`src/source/raster_pkg.sv`:
```
`default_nettype none

package raster_pkg;

    // width of one screen coordinate.
    localparam int SC_WIDTH = 4;

    // depth values and bus data share one word width.
    localparam int WORD_WIDTH = 16;

    localparam int COLOR_WIDTH = 8;

    localparam int ADDR_WIDTH = 16;

    // color bytes live below this address, one byte per pixel.
    // Depth words start here and are spaced four bytes apart.
    localparam logic [ADDR_WIDTH-1:0] DEPTH_BASE = 16'h0100;

    // direction of a bus transaction.
    typedef enum logic {
        BUS_READ  = 1'b0,
        BUS_WRITE = 1'b1
    } bus_rw_e;

    // payload of the depth bank.
    typedef logic [WORD_WIDTH-1:0] depth_t;

    // payload of the color bank.
    typedef logic [COLOR_WIDTH-1:0] color_t;

endpackage

`default_nettype wire
```
`src/source/raster_backend.sv`:
```
`default_nettype none

module raster_backend import raster_pkg::*; #(
    parameter int SCREEN_W = 8,
    parameter int SCREEN_H = 8
) (
    input  wire                     clk_i,
    input  wire                     nrst_i,

    input  wire                     frag_valid_i,
    input  wire  [SC_WIDTH-1:0]     frag_x_i,
    input  wire  [SC_WIDTH-1:0]     frag_y_i,
    input  wire  [WORD_WIDTH-1:0]   frag_depth_i,
    input  wire  [COLOR_WIDTH-1:0]  frag_color_i,
    output logic                    frag_ready_o,

    input  wire                     host_req_i,
    input  wire  [ADDR_WIDTH-1:0]   host_addr_i,
    output logic                    host_ack_o,
    output logic [WORD_WIDTH-1:0]   host_rdata_o
);

    localparam int PIXELS = SCREEN_W * SCREEN_H;
    localparam int IDX_W  = $clog2(PIXELS);

    logic                   bus_req;
    bus_rw_e                bus_rw;
    logic [ADDR_WIDTH-1:0]  bus_addr;
    logic [WORD_WIDTH-1:0]  bus_wdata;
    logic                   bus_ack;
    logic [WORD_WIDTH-1:0]  bus_rdata;

    logic                   depth_en;
    logic                   depth_we;
    logic [IDX_W-1:0]       depth_index;
    depth_t                 depth_wdata;
    depth_t                 depth_rdata;

    logic                   color_en;
    logic                   color_we;
    logic [IDX_W-1:0]       color_index;
    color_t                 color_wdata;
    color_t                 color_rdata;

    fragment_writer #(
        .SCREEN_W(SCREEN_W),
        .SCREEN_H(SCREEN_H)
    ) i_fragment_writer (
        .clk_i        (clk_i),
        .nrst_i       (nrst_i),
        .frag_valid_i (frag_valid_i),
        .frag_x_i     (frag_x_i),
        .frag_y_i     (frag_y_i),
        .frag_depth_i (frag_depth_i),
        .frag_color_i (frag_color_i),
        .frag_ready_o (frag_ready_o),
        .bus_req_o    (bus_req),
        .bus_rw_o     (bus_rw),
        .bus_addr_o   (bus_addr),
        .bus_wdata_o  (bus_wdata),
        .bus_ack_i    (bus_ack),
        .bus_rdata_i  (bus_rdata)
    );

    bus_router #(
        .SCREEN_W(SCREEN_W),
        .SCREEN_H(SCREEN_H)
    ) i_bus_router (
        .clk_i         (clk_i),
        .nrst_i        (nrst_i),
        .wr_req_i      (bus_req),
        .wr_rw_i       (bus_rw),
        .wr_addr_i     (bus_addr),
        .wr_wdata_i    (bus_wdata),
        .wr_ack_o      (bus_ack),
        .wr_rdata_o    (bus_rdata),
        .host_req_i    (host_req_i),
        .host_addr_i   (host_addr_i),
        .host_ack_o    (host_ack_o),
        .host_rdata_o  (host_rdata_o),
        .depth_en_o    (depth_en),
        .depth_we_o    (depth_we),
        .depth_index_o (depth_index),
        .depth_wdata_o (depth_wdata),
        .depth_rdata_i (depth_rdata),
        .color_en_o    (color_en),
        .color_we_o    (color_we),
        .color_index_o (color_index),
        .color_wdata_o (color_wdata),
        .color_rdata_i (color_rdata)
    );

    // an empty depth buffer reads as the farthest possible depth.
    mem_bank #(
        .data_t (depth_t),
        .DEPTH  (PIXELS),
        .FILL   ({WORD_WIDTH{1'b1}})
    ) i_depth_bank (
        .clk_i   (clk_i),
        .nrst_i  (nrst_i),
        .en_i    (depth_en),
        .we_i    (depth_we),
        .index_i (depth_index),
        .wdata_i (depth_wdata),
        .rdata_o (depth_rdata)
    );

    mem_bank #(
        .data_t (color_t),
        .DEPTH  (PIXELS),
        .FILL   ({COLOR_WIDTH{1'b0}})
    ) i_color_bank (
        .clk_i   (clk_i),
        .nrst_i  (nrst_i),
        .en_i    (color_en),
        .we_i    (color_we),
        .index_i (color_index),
        .wdata_i (color_wdata),
        .rdata_o (color_rdata)
    );

endmodule

`default_nettype wire

```
`src/source/bus_router.sv`:
```
`default_nettype none

module bus_router import raster_pkg::*; #(
    parameter int SCREEN_W = 8,
    parameter int SCREEN_H = 8,
    localparam int IDX_W   = $clog2(SCREEN_W * SCREEN_H)
) (
    input  wire                     clk_i,
    input  wire                     nrst_i,

    input  wire                     wr_req_i,
    input  wire  bus_rw_e           wr_rw_i,
    input  wire  [ADDR_WIDTH-1:0]   wr_addr_i,
    input  wire  [WORD_WIDTH-1:0]   wr_wdata_i,
    output logic                    wr_ack_o,
    output logic [WORD_WIDTH-1:0]   wr_rdata_o,

    input  wire                     host_req_i,
    input  wire  [ADDR_WIDTH-1:0]   host_addr_i,
    output logic                    host_ack_o,
    output logic [WORD_WIDTH-1:0]   host_rdata_o,

    output logic                    depth_en_o,
    output logic                    depth_we_o,
    output logic [IDX_W-1:0]        depth_index_o,
    output logic [WORD_WIDTH-1:0]   depth_wdata_o,
    input  wire  [WORD_WIDTH-1:0]   depth_rdata_i,

    output logic                    color_en_o,
    output logic                    color_we_o,
    output logic [IDX_W-1:0]        color_index_o,
    output logic [COLOR_WIDTH-1:0]  color_wdata_o,
    input  wire  [COLOR_WIDTH-1:0]  color_rdata_i
);

    typedef enum logic [1:0] {
        R_IDLE,
        R_ACCESS,
        R_CAPTURE,
        R_HOLD
    } state_e;

    state_e state;

    logic                  grant_host;
    logic                  ack_q;
    logic [WORD_WIDTH-1:0] rdata_q;

    logic                  sel_req;
    bus_rw_e               sel_rw;
    logic [ADDR_WIDTH-1:0] sel_addr;
    logic [WORD_WIDTH-1:0] sel_wdata;
    logic                  sel_depth;
    logic [ADDR_WIDTH-1:0] depth_offset;
    logic                  bank_access;

    // the host port is read only.
    always_comb begin
        if (grant_host) begin
            sel_req   = host_req_i;
            sel_rw    = BUS_READ;
            sel_addr  = host_addr_i;
            sel_wdata = '0;
        end else begin
            sel_req   = wr_req_i;
            sel_rw    = wr_rw_i;
            sel_addr  = wr_addr_i;
            sel_wdata = wr_wdata_i;
        end
    end

    assign sel_depth    = (sel_addr >= DEPTH_BASE);
    assign depth_offset = sel_addr - DEPTH_BASE;
    assign bank_access  = (state == R_ACCESS);

    assign depth_en_o    = bank_access && sel_depth;
    assign depth_we_o    = depth_en_o && (sel_rw == BUS_WRITE);
    assign depth_index_o = depth_offset[IDX_W+1:2];
    assign depth_wdata_o = sel_wdata;

    assign color_en_o    = bank_access && !sel_depth;
    assign color_we_o    = color_en_o && (sel_rw == BUS_WRITE);
    assign color_index_o = sel_addr[IDX_W-1:0];
    assign color_wdata_o = sel_wdata[COLOR_WIDTH-1:0];

    // the grant stays put until the granted requester drops req.
    always_ff @(posedge clk_i or negedge nrst_i) begin
        if (!nrst_i) begin
            state      <= R_IDLE;
            grant_host <= 1'b0;
            ack_q      <= 1'b0;
        end else begin
            case (state)
                R_IDLE: begin
                    if (wr_req_i) begin
                        grant_host <= 1'b0;
                        state      <= R_ACCESS;
                    end else if (host_req_i) begin
                        grant_host <= 1'b1;
                        state      <= R_ACCESS;
                    end
                end
                R_ACCESS: begin
                    state <= R_CAPTURE;
                end
                R_CAPTURE: begin
                    ack_q <= 1'b1;
                    state <= R_HOLD;
                end
                R_HOLD: begin
                    ack_q <= 1'b0;
                    if (!sel_req) begin
                        state <= R_IDLE;
                    end
                end
                default: begin
                    state <= R_IDLE;
                end
            endcase
        end
    end

    // color reads come back zero-extended to a full word.
    always_ff @(posedge clk_i) begin
        if (state == R_CAPTURE) begin
            if (sel_depth) begin
                rdata_q <= depth_rdata_i;
            end else begin
                rdata_q <= {{(WORD_WIDTH - COLOR_WIDTH){1'b0}}, color_rdata_i};
            end
        end
    end

    assign wr_ack_o     = ack_q && !grant_host;
    assign host_ack_o   = ack_q && grant_host;
    assign wr_rdata_o   = rdata_q;
    assign host_rdata_o = rdata_q;

endmodule

`default_nettype wire

```
`src/source/fragment_writer.sv`:
```
`default_nettype none

module fragment_writer import raster_pkg::*; #(
    parameter int SCREEN_W = 8,
    parameter int SCREEN_H = 8
) (
    input  wire                     clk_i,
    input  wire                     nrst_i,

    input  wire                     frag_valid_i,
    input  wire  [SC_WIDTH-1:0]     frag_x_i,
    input  wire  [SC_WIDTH-1:0]     frag_y_i,
    input  wire  [WORD_WIDTH-1:0]   frag_depth_i,
    input  wire  [COLOR_WIDTH-1:0]  frag_color_i,
    output logic                    frag_ready_o,

    output logic                    bus_req_o,
    output bus_rw_e                 bus_rw_o,
    output logic [ADDR_WIDTH-1:0]   bus_addr_o,
    output logic [WORD_WIDTH-1:0]   bus_wdata_o,
    input  wire                     bus_ack_i,
    input  wire  [WORD_WIDTH-1:0]   bus_rdata_i
);

    localparam int IDX_W = $clog2(SCREEN_W * SCREEN_H);

    // each bus transaction has an ACK state (waiting for the pulse) and
    // an END state (waiting for ack to fall before req is dropped).
    typedef enum logic [3:0] {
        S_IDLE,
        S_RD_ACK,
        S_RD_END,
        S_CHECK,
        S_WD_ACK,
        S_WD_END,
        S_WC_START,
        S_WC_ACK,
        S_WC_END
    } state_e;

    state_e state;

    logic [IDX_W-1:0]       in_index;
    logic [IDX_W-1:0]       idx_q;
    logic [WORD_WIDTH-1:0]  depth_q;
    logic [COLOR_WIDTH-1:0] color_q;
    logic [WORD_WIDTH-1:0]  stored_q;

    // byte address of the depth word of a pixel.
    function automatic logic [ADDR_WIDTH-1:0] depth_addr(input logic [IDX_W-1:0] idx);
        return DEPTH_BASE + (ADDR_WIDTH'(idx) << 2);
    endfunction

    assign in_index = IDX_W'(frag_y_i * SCREEN_W + frag_x_i);

    assign frag_ready_o = (state == S_IDLE);

    always_ff @(posedge clk_i or negedge nrst_i) begin
        if (!nrst_i) begin
            state     <= S_IDLE;
            bus_req_o <= 1'b0;
        end else begin
            case (state)
                S_IDLE: begin
                    if (frag_valid_i) begin
                        bus_req_o <= 1'b1;
                        state     <= S_RD_ACK;
                    end
                end
                S_RD_ACK: begin
                    if (bus_ack_i) begin
                        state <= S_RD_END;
                    end
                end
                S_RD_END: begin
                    if (!bus_ack_i) begin
                        bus_req_o <= 1'b0;
                        state     <= S_CHECK;
                    end
                end
                S_CHECK: begin
                    // the new fragment must be strictly nearer to win.
                    if (stored_q > depth_q) begin
                        bus_req_o <= 1'b1;
                        state     <= S_WD_ACK;
                    end else begin
                        state <= S_IDLE;
                    end
                end
                S_WD_ACK: begin
                    if (bus_ack_i) begin
                        state <= S_WD_END;
                    end
                end
                S_WD_END: begin
                    if (!bus_ack_i) begin
                        bus_req_o <= 1'b0;
                        state     <= S_WC_START;
                    end
                end
                S_WC_START: begin
                    bus_req_o <= 1'b1;
                    state     <= S_WC_ACK;
                end
                S_WC_ACK: begin
                    if (bus_ack_i) begin
                        state <= S_WC_END;
                    end
                end
                S_WC_END: begin
                    if (!bus_ack_i) begin
                        bus_req_o <= 1'b0;
                        state     <= S_IDLE;
                    end
                end
                default: begin
                    state <= S_IDLE;
                end
            endcase
        end
    end

    // fragment fields and bus fields change only while req is low.
    always_ff @(posedge clk_i) begin
        case (state)
            S_IDLE: begin
                if (frag_valid_i) begin
                    idx_q       <= in_index;
                    depth_q     <= frag_depth_i;
                    color_q     <= frag_color_i;
                    bus_rw_o    <= BUS_READ;
                    bus_addr_o  <= depth_addr(in_index);
                    bus_wdata_o <= '0;
                end
            end
            S_RD_ACK: begin
                if (bus_ack_i) begin
                    stored_q <= bus_rdata_i;
                end
            end
            S_CHECK: begin
                bus_rw_o    <= BUS_WRITE;
                bus_addr_o  <= depth_addr(idx_q);
                bus_wdata_o <= depth_q;
            end
            S_WC_START: begin
                bus_addr_o  <= ADDR_WIDTH'(idx_q);
                bus_wdata_o <= {{(WORD_WIDTH - COLOR_WIDTH){1'b0}}, color_q};
            end
            default: begin
            end
        endcase
    end

endmodule

`default_nettype wire

```
`src/source/mem_bank.sv`:
```
`default_nettype none

module mem_bank #(
    parameter type   data_t = logic [7:0],
    parameter int    DEPTH  = 64,
    parameter data_t FILL   = '0,
    localparam int   IDX_W  = $clog2(DEPTH)
) (
    input  wire              clk_i,
    input  wire              nrst_i,

    input  wire              en_i,
    input  wire              we_i,
    input  wire  [IDX_W-1:0] index_i,
    input  wire  data_t      wdata_i,
    output data_t            rdata_o
);

    data_t mem [DEPTH];

    // reset loads every entry with the fill value, so an untouched
    // depth buffer reads as far away and an untouched frame as black.
    always_ff @(posedge clk_i or negedge nrst_i) begin
        if (!nrst_i) begin
            for (int i = 0; i < DEPTH; i++) begin
                mem[i] <= FILL;
            end
        end else if (en_i && we_i) begin
            mem[index_i] <= wdata_i;
        end
    end

    // read data is valid in the cycle after en_i.
    always_ff @(posedge clk_i) begin
        if (en_i && !we_i) begin
            rdata_o <= mem[index_i];
        end
    end

endmodule

`default_nettype wire

```
`config.mk`:
```
export PLATFORM = sky130hd
export DESIGN_NAME = raster_backend
export DESIGN_NICKNAME = d
export VERILOG_FILES = /design/src/source/raster_pkg.sv /design/src/source/raster_backend.sv /design/src/source/bus_router.sv /design/src/source/fragment_writer.sv /design/src/source/mem_bank.sv
export SDC_FILE = /design/constraint.sdc
export NUM_CORES = 2
export LEC_CHECK = 0
export BUFFER_PORTS_ARGS = -buffer_cell sky130_fd_sc_hd__buf_2
export CAP_MARGIN = 20
export CORE_MARGIN = 1
export CORE_UTILIZATION = 60
export DETAILED_ROUTE_END_ITERATION = 7
export PLACE_DENSITY = 0.84
export SYNTH_ARGS = -nofsm -noshare
export SYNTH_HDL_FRONTEND = slang
export SYNTH_HIERARCHICAL = 1
export SYNTH_SLANG_ARGS = --single-unit
```
`constraint.sdc`:
```
create_clock -name clk_i -period 6.65 [get_ports clk_i]
set_clock_uncertainty 0.15 [all_clocks]
set_input_delay 0.665 -clock clk_i [delete_from_list [all_inputs] [get_ports clk_i]]
set_output_delay 0.665 -clock clk_i [all_outputs]
set_load 0.01 [all_outputs]
```
==> After elaboration in Yosys (flattened, before gate mapping) <==
Cells that the tools add are included.
{ "word_totals": {"in_bits": 52, "elab_cells": 253, "register_bits": 1664} }
{ "classes": {"n_reduce_logical": 32, "add_sub_neg": 4, "eq_ne": 22, "magnitude_cmp": 6, "bitwise_logic": 2, "muxes": 43} }
{ "op_table": {"columns": ["op", "n"], "rows": [
  ["1024-bit bitwise mux", 1],
  ["512-bit bitwise mux", 1],
  ["16-bit two-way mux", 7],
  ["16-bit binary-select mux with 6-bit select", 1],
  ["16-bit demux with 6-bit select", 1],
  ["16-bit one-hot mux with 3 select lines", 2],
  ["8-bit binary-select mux with 6-bit select", 1],
  ["8-bit demux with 6-bit select", 1],
  ["4-bit one-hot mux with 9 select lines", 1],
  ["8-bit two-way mux", 4],
  ["4-bit two-way mux", 7],
  ["9-bit by 8-bit adder with 10-bit output (first input constant)", 2],
  ["4-bit by 3-bit equality test with 1-bit output (second input constant)", 4],
  ["16-bit by 9-bit greater-or-equal comparator with 1-bit output (second input constant)", 1],
  ["16-bit > comparator", 1],
  ["7-bit greater-or-equal comparator (second input constant)", 2],
  ["7-bit by 1-bit < comparator with 1-bit output (second input constant)", 2],
  ["6-bit NOT with 7-bit output", 2],
  ["1-bit logical AND", 12],
  ["2-bit inequality test (second input constant)", 6],
  ["2-bit AND reduction", 6],
  ["4-bit by 2-bit equality test with 1-bit output (second input constant)", 2],
  ["1-bit two-way mux", 8],
  ["2-bit by 1-bit inequality test with 1-bit output (second input constant)", 4],
  ["21 further kinds", 30]
]} }

==> Logic depth before layout (Yosys ltp) <==
{ "logic_depth": {"ltp_word": 8, "depth_mapped": 13} }

==> By module <==
The synthesis kept the hierarchy.
{ "by_module_without_submodules": {"columns": ["mod", "cells_per_inst", "area_per_inst_um2", "seq_area_each_um2", "instances"], "rows": [
  ["mem_bank at i_depth_bank", 3482, 49469.9, 27386.3, 1],
  ["mem_bank at i_color_bank", 1768, 23865.4, 13052.5, 1],
  ["fragment_writer", 239, 3281.9, 2287.2, 1],
  ["bus_router", 124, 1395.1, 580.6, 1]
]} }

==> Least setup slack after synthesis <==
Ideal clock, no wire load.
{ "synth_path": {"path_type": "input to register", "start": "input host_addr_i[11]", "end": "register i_color_bank/mem[0] (netlist bit)", "cell_stages": 10, "n_path_buf": 2, "arrival_ns": 3.047, "setup_slack_ns": 3.329, "setup_time_ns": 0.125, "required_ns": 6.375, "path_cell_list": "or4_1 nor3_2 a31oi_4 buf_6 nor2b_1 and3_1 clkbuf_1 nand2_2 nor2_2 mux2_2"} }
{ "synth_via": {"elab_chain_len": 6} }
{ "synth_rtl": {"columns": ["element", "line", "text"], "rows": [
  ["start, declared", "raster_backend.sv:18", "input wire [ADDR_WIDTH-1:0] host_addr_i,"],
  ["16-bit two-way mux *", "bus_router.sv:59", "if (grant_host) begin"],
  ["16-bit by 9-bit greater-or-equal comparator with 1-bit output *", "bus_router.sv:72", "assign sel_depth = (sel_addr >= DEPTH_BASE);"],
  ["1-bit zero test *", "bus_router.sv:81", "assign color_en_o = bank_access && !sel_depth;"],
  ["1-bit logical AND *", "bus_router.sv:81", null],
  ["via color_en", "raster_backend.sv:39", "logic color_en;"],
  ["1-bit logical AND", "bus_router.sv:82", "assign color_we_o = color_en_o && (sel_rw == BUS_WRITE);"],
  ["1-bit logical AND *", "mem_bank.sv:28", "end else if (en_i && we_i) begin"],
  ["end signal, assigned by index", "mem_bank.sv:29", "mem[index_i] <= wdata_i;"],
  ["end, declared", "mem_bank.sv:19", "data_t mem [DEPTH];"]
]} }
The timed path passes the listed nets; every way through them passes the cells marked *.
A chain may end at the register's enable or synchronous reset.

==> Worst setup path in the final report <==
{ "layout_path": {"start": "register i_bus_router.grant_host", "end": "register i_color_bank/rdata_o[4] (netlist bit), data pin"} }
{ "layout_via": {"elab_chain_len": 5} }
{ "layout_rtl": {"columns": ["element", "line", "text"], "rows": [
  ["start, declared", "bus_router.sv:45", "logic grant_host;"],
  ["start signal, assigned", "bus_router.sv:90", "grant_host <= 1'b0;"],
  ["start signal, assigned", "bus_router.sv:96", "grant_host <= 1'b0;"],
  ["start signal, assigned", "bus_router.sv:99", "grant_host <= 1'b1;"],
  ["16-bit two-way mux", "bus_router.sv:59", null],
  ["via color_index[1]", "raster_backend.sv:41", "logic [IDX_W-1:0] color_index;"],
  ["6-bit NOT with 7-bit output (not written as such)", "mem_bank.sv:36", "rdata_o <= mem[index_i];"],
  ["8-bit binary-select mux with 6-bit select", "mem_bank.sv:36", null],
  ["8-bit two-way mux (not written as such) (2 in a row)", "mem_bank.sv:36", null],
  ["end signal, assigned", "mem_bank.sv:36", null],
  ["end, declared", "mem_bank.sv:16", "output data_t rdata_o"]
]} }
The timed path passes the listed nets, and every way through them passes these cells. The select of a mux whose other input is x is not followed.

==> impl_metrics.csv <==
group,metric,value,unit
grt,grt_pass1_vias,52093,
cts,htreeDepth,4,
sta,relSlewSlack,16.1,%
logic_synthesis,yosysWarnings,6,
logic_synthesis,ys_seq_area_share,55.5,%
cts,clk-insertion-delay-late,0.80,ns
floorplan,core_area,0.128,mm^2
cts,cts_tree,"built",
grt,grt_pass1_wl,328,mm
setup_path,reg2reg_setup_slack,1.63,ns
cts,clk_path_buf_depth,3,
setup_path,cp-end-kind,"flip-flop",
routing,vias_per_cell,6.92,
sta,worst_pin_slew,1.26,ns
job,drv_cap,0,
setup_path,endpoint,"i_color_bank/rdata_o[4]",
cts,cts_root_buf,"clkbuf_16",
setup_path,critPathMaxFanout,40,
logic_synthesis,yosysMostFrequentCell,"mux2_2",
logic_synthesis,ys.flop_type,"dfstp_2",
routing,dr.pass1.iters,6,
setup_path,cp.arrival,5.36,ns
routing,wl_per_cell,29.3,um
grt,grt_max_degree,191,
sta,fin_setup_tns,0,ns
logic_synthesis,synth_area_leaders,"dfstp_2 (34%), mux2_2 (23%), dfrtp_1 (17%), edfxtp_1 (4.3%), mux4_2 (2.0%)",
final_layout,synthToLayoutAreaGrowth,9.35,%
floorplan,start_util,60.8,%
sta,finalCritPeriodShare,75.6,%
grt,antenna_found_initial,8,
routing,drc,0,
logic_synthesis,synth_area,0.0780,mm^2
routing,ant_nets,0,
power,power,31.1,mW
sta,min_period,5.02,ns
floorplan,boundaryPins,70,
cts,cts.sinks,1657,
routing,routed_wl,215,mm
sta,holdWs,0.0651,ns
setup_path,r2r_end,"i_color_bank/rdata_o[4]",
power,p_sw,12.1,mW
routing,vias,50819,
final_layout,drive_gt1_share,60.6,%
floorplan,die_x,363,um
floorplan,fp-row-count,131,
place,dpl.hpwl,128,mm
grt,grt_util_all_layers,32.8,%
place,io_buffers,68,
logic_synthesis,netlist_top_cells_count,"mux2_2 (1602), dfstp_2 (1024), dfrtp_1 (521)",
logic_synthesis,syn_inst,5613,
final_layout,final_nets,5550,
setup_path,crit_start,"i_bus_router/grant_host",
power,internal_power,19.0,mW
place,dpl_cell_area,0.0793,mm^2
power,seqPwrFrac,36.4,%
grt,grt_remaining_overflow,0,
setup_path,required,6.99,ns
cts,cts_buffers,166,
floorplan,dieHeight,363,um
sta,setup_violations,0,
logic_synthesis,ys_seq_elements,1657,
logic_synthesis,synth.avg_cell_area,13.9,um^2
logic_synthesis,synth.distinct_cells,87,
routing,drt_iter0_drc,5923,
sta,finalHoldViolations,0,
sta,max_freq,0.199,GHz
place,pre_cts_ws,1.78,ns
sta,slew_violations,0,
power,netSwitchingFraction,39.0,%
power,pwr-share-comb,33.1,%
floorplan,die_area,0.131,mm^2
power,p_leak,35.2,nW
setup_path,r2r-start,"i_bus_router/grant_host",
sta,setup_ws,1.63,ns
power,ir_drop,0.000382,V
final_layout,fin_area,0.0853,mm^2
status,status,"finished, final reports clean",
logic_synthesis,synth_top_cell_area_share,34.5,%
setup_path,startpoint_type,"flip-flop",
setup_path,criticalPathCategory,"reg -> reg",
power,pwr_density_cell,365,mW/mm^2
power,clock_power_share,30.5,%
logic_synthesis,async_reset_ff_share,93.2,%
logic_synthesis,yosysTopAreaCell,"dfstp_2",
worst_hold_path,hp-class,"in -> reg",
place,place_congestion,0.945,
cts,path_clk_slew,0.06,ns
sta,grt_setup_unrepaired,"no",
logic_synthesis,synth_edf_count,112,
setup_path,ff2ff_path_depth,9,
==> power by group through the flow <==
stage | Combinational [mW] | Sequential, mW | Clock, mW
2_1_floorplan | 6.00 | 11.4 | 0
3_3_place_gp | 9.58 | 11.4 | 0
3_5_place_dp | 9.75 | 11.5 | 0
4_1_cts | 9.83 | 11.3 | 9.57
5_1_grt | 10.5 | 11.4 | 9.96
6_report | 10.3 | 11.3 | 9.48
==> worst max-delay path: stages, from the launching register on <==
cell	delay, ns
dfrtp_2	0.55
buf_4	0.55
mux2_4	0.52
buf_4	0.58
inv_2	0.50
a221oi_1	0.41
nor2_1	0.08
o21ai_0	0.23
o221ai_1	0.33
or4_1	0.72
==> cell type report <==
cell class	instances	area [um^2]
well taps	1729	2160
diodes	2	5.00
clock buffers	262	5120
multi-input cells	3392	32300
fillers	8374	43000
inverters	28	105
flip-flops and latches	1657	43300
clock inverters	42	452
repair buffers	230	1900
==> flip-flops by register name, indices dropped and copies added (netlist names) <==
name	cells
i_bus_router/ack_q	1
i_bus_router/grant_host	1
i_bus_router/host_rdata_o	16
i_bus_router/state	2
i_color_bank/mem	512
i_color_bank/rdata_o	8
i_depth_bank/mem	1024
i_depth_bank/rdata_o	16
i_fragment_writer/bus_addr_o	9
i_fragment_writer/bus_req_o	1
i_fragment_writer/bus_rw_o	1
i_fragment_writer/bus_wdata_o	16
i_fragment_writer/color_q	8
i_fragment_writer/depth_q	16
i_fragment_writer/idx_q	6
i_fragment_writer/state	4
i_fragment_writer/stored_q	16
==> cell usage in the layout (no fill, tap or decap), types with 30 or more instances in the layout <==
cell type	synthesis	final
mux2_2	1602	1598
dfstp_2	1024	1024
dfrtp_1	521	520
a22oi_1	197	197
clkbuf_16	0	173
a221oi_1	166	166
mux2i_1	136	136
a21oi_1	124	123
edfxtp_1	112	112
buf_4	89	111
nand2_1	94	94
nor2_2	91	91
nor2_1	89	86
o21ai_0	79	79
mux4_2	71	71
buf_2	160	67
o22ai_1	54	54
nand3_1	47	47
clkbuf_8	0	46
nor2_4	41	44
clkbuf_1	242	43
a22o_1	37	37
nor3_1	36	36
nand3b_1	33	33
or3b_2	30	30
==> stage by stage <==
| step | util, % | cells |
|---|---|---|
| floorplan | - | 5619 |
| global placement | 61.8 | 7001 |
| detailed placement | 61.8 | 7001 |
| CTS | 66.4 | 7333 |
| global route | 66.5 | 7340 |
| finish | 66.5 | 7342 |
==> what timing repair did <==
action | 4_1_cts | 5_1_grt
gates resized for setup | 0 | 0
setup buffers | 0 | 0
endpoints found under the setup margin | 0 | 0
hold buffers | 28 | 0
endpoints found under the hold margin | 40 | 0
==> logic make-up after synthesis <==
family | synth area share (%)
xor+xnor | 0.0112
flops | 55.5
mux | 27.2
compound gates | 7.97
fa+ha+maj | 0.369
buf+inv | 3.50
other cells | 0.00481
simple gates | 5.44
==> routing by layer <==
metal	wire, um	global-route usage [%]
met5	88	0
met4	10100	15.0
met3	25200	10.3
met1	83200	44.1
met2	96700	48.8
==> worst min-delay path by stage <==
stage / startpoint / to / slack (ns) / cells after the start
2_1_floorplan: nrst_i / i_bus_router/ack_q / 0.22 / 0
3_3_place_gp: i_bus_router/host_rdata_o[15] / i_fragment_writer/stored_q[15] / 0.28 / 0
3_5_place_dp: i_bus_router/host_rdata_o[15] / i_fragment_writer/stored_q[15] / 0.28 / 0
4_1_cts: frag_y_i[0] / i_fragment_writer/idx_q[3] / 0.002 / 2
5_1_grt: frag_y_i[0] / i_fragment_writer/idx_q[3] / 0.04 / 2
6_report: frag_y_i[0] / i_fragment_writer/idx_q[3] / 0.07 / 2
No activity file was read; power rests on OpenSTA's default activity.
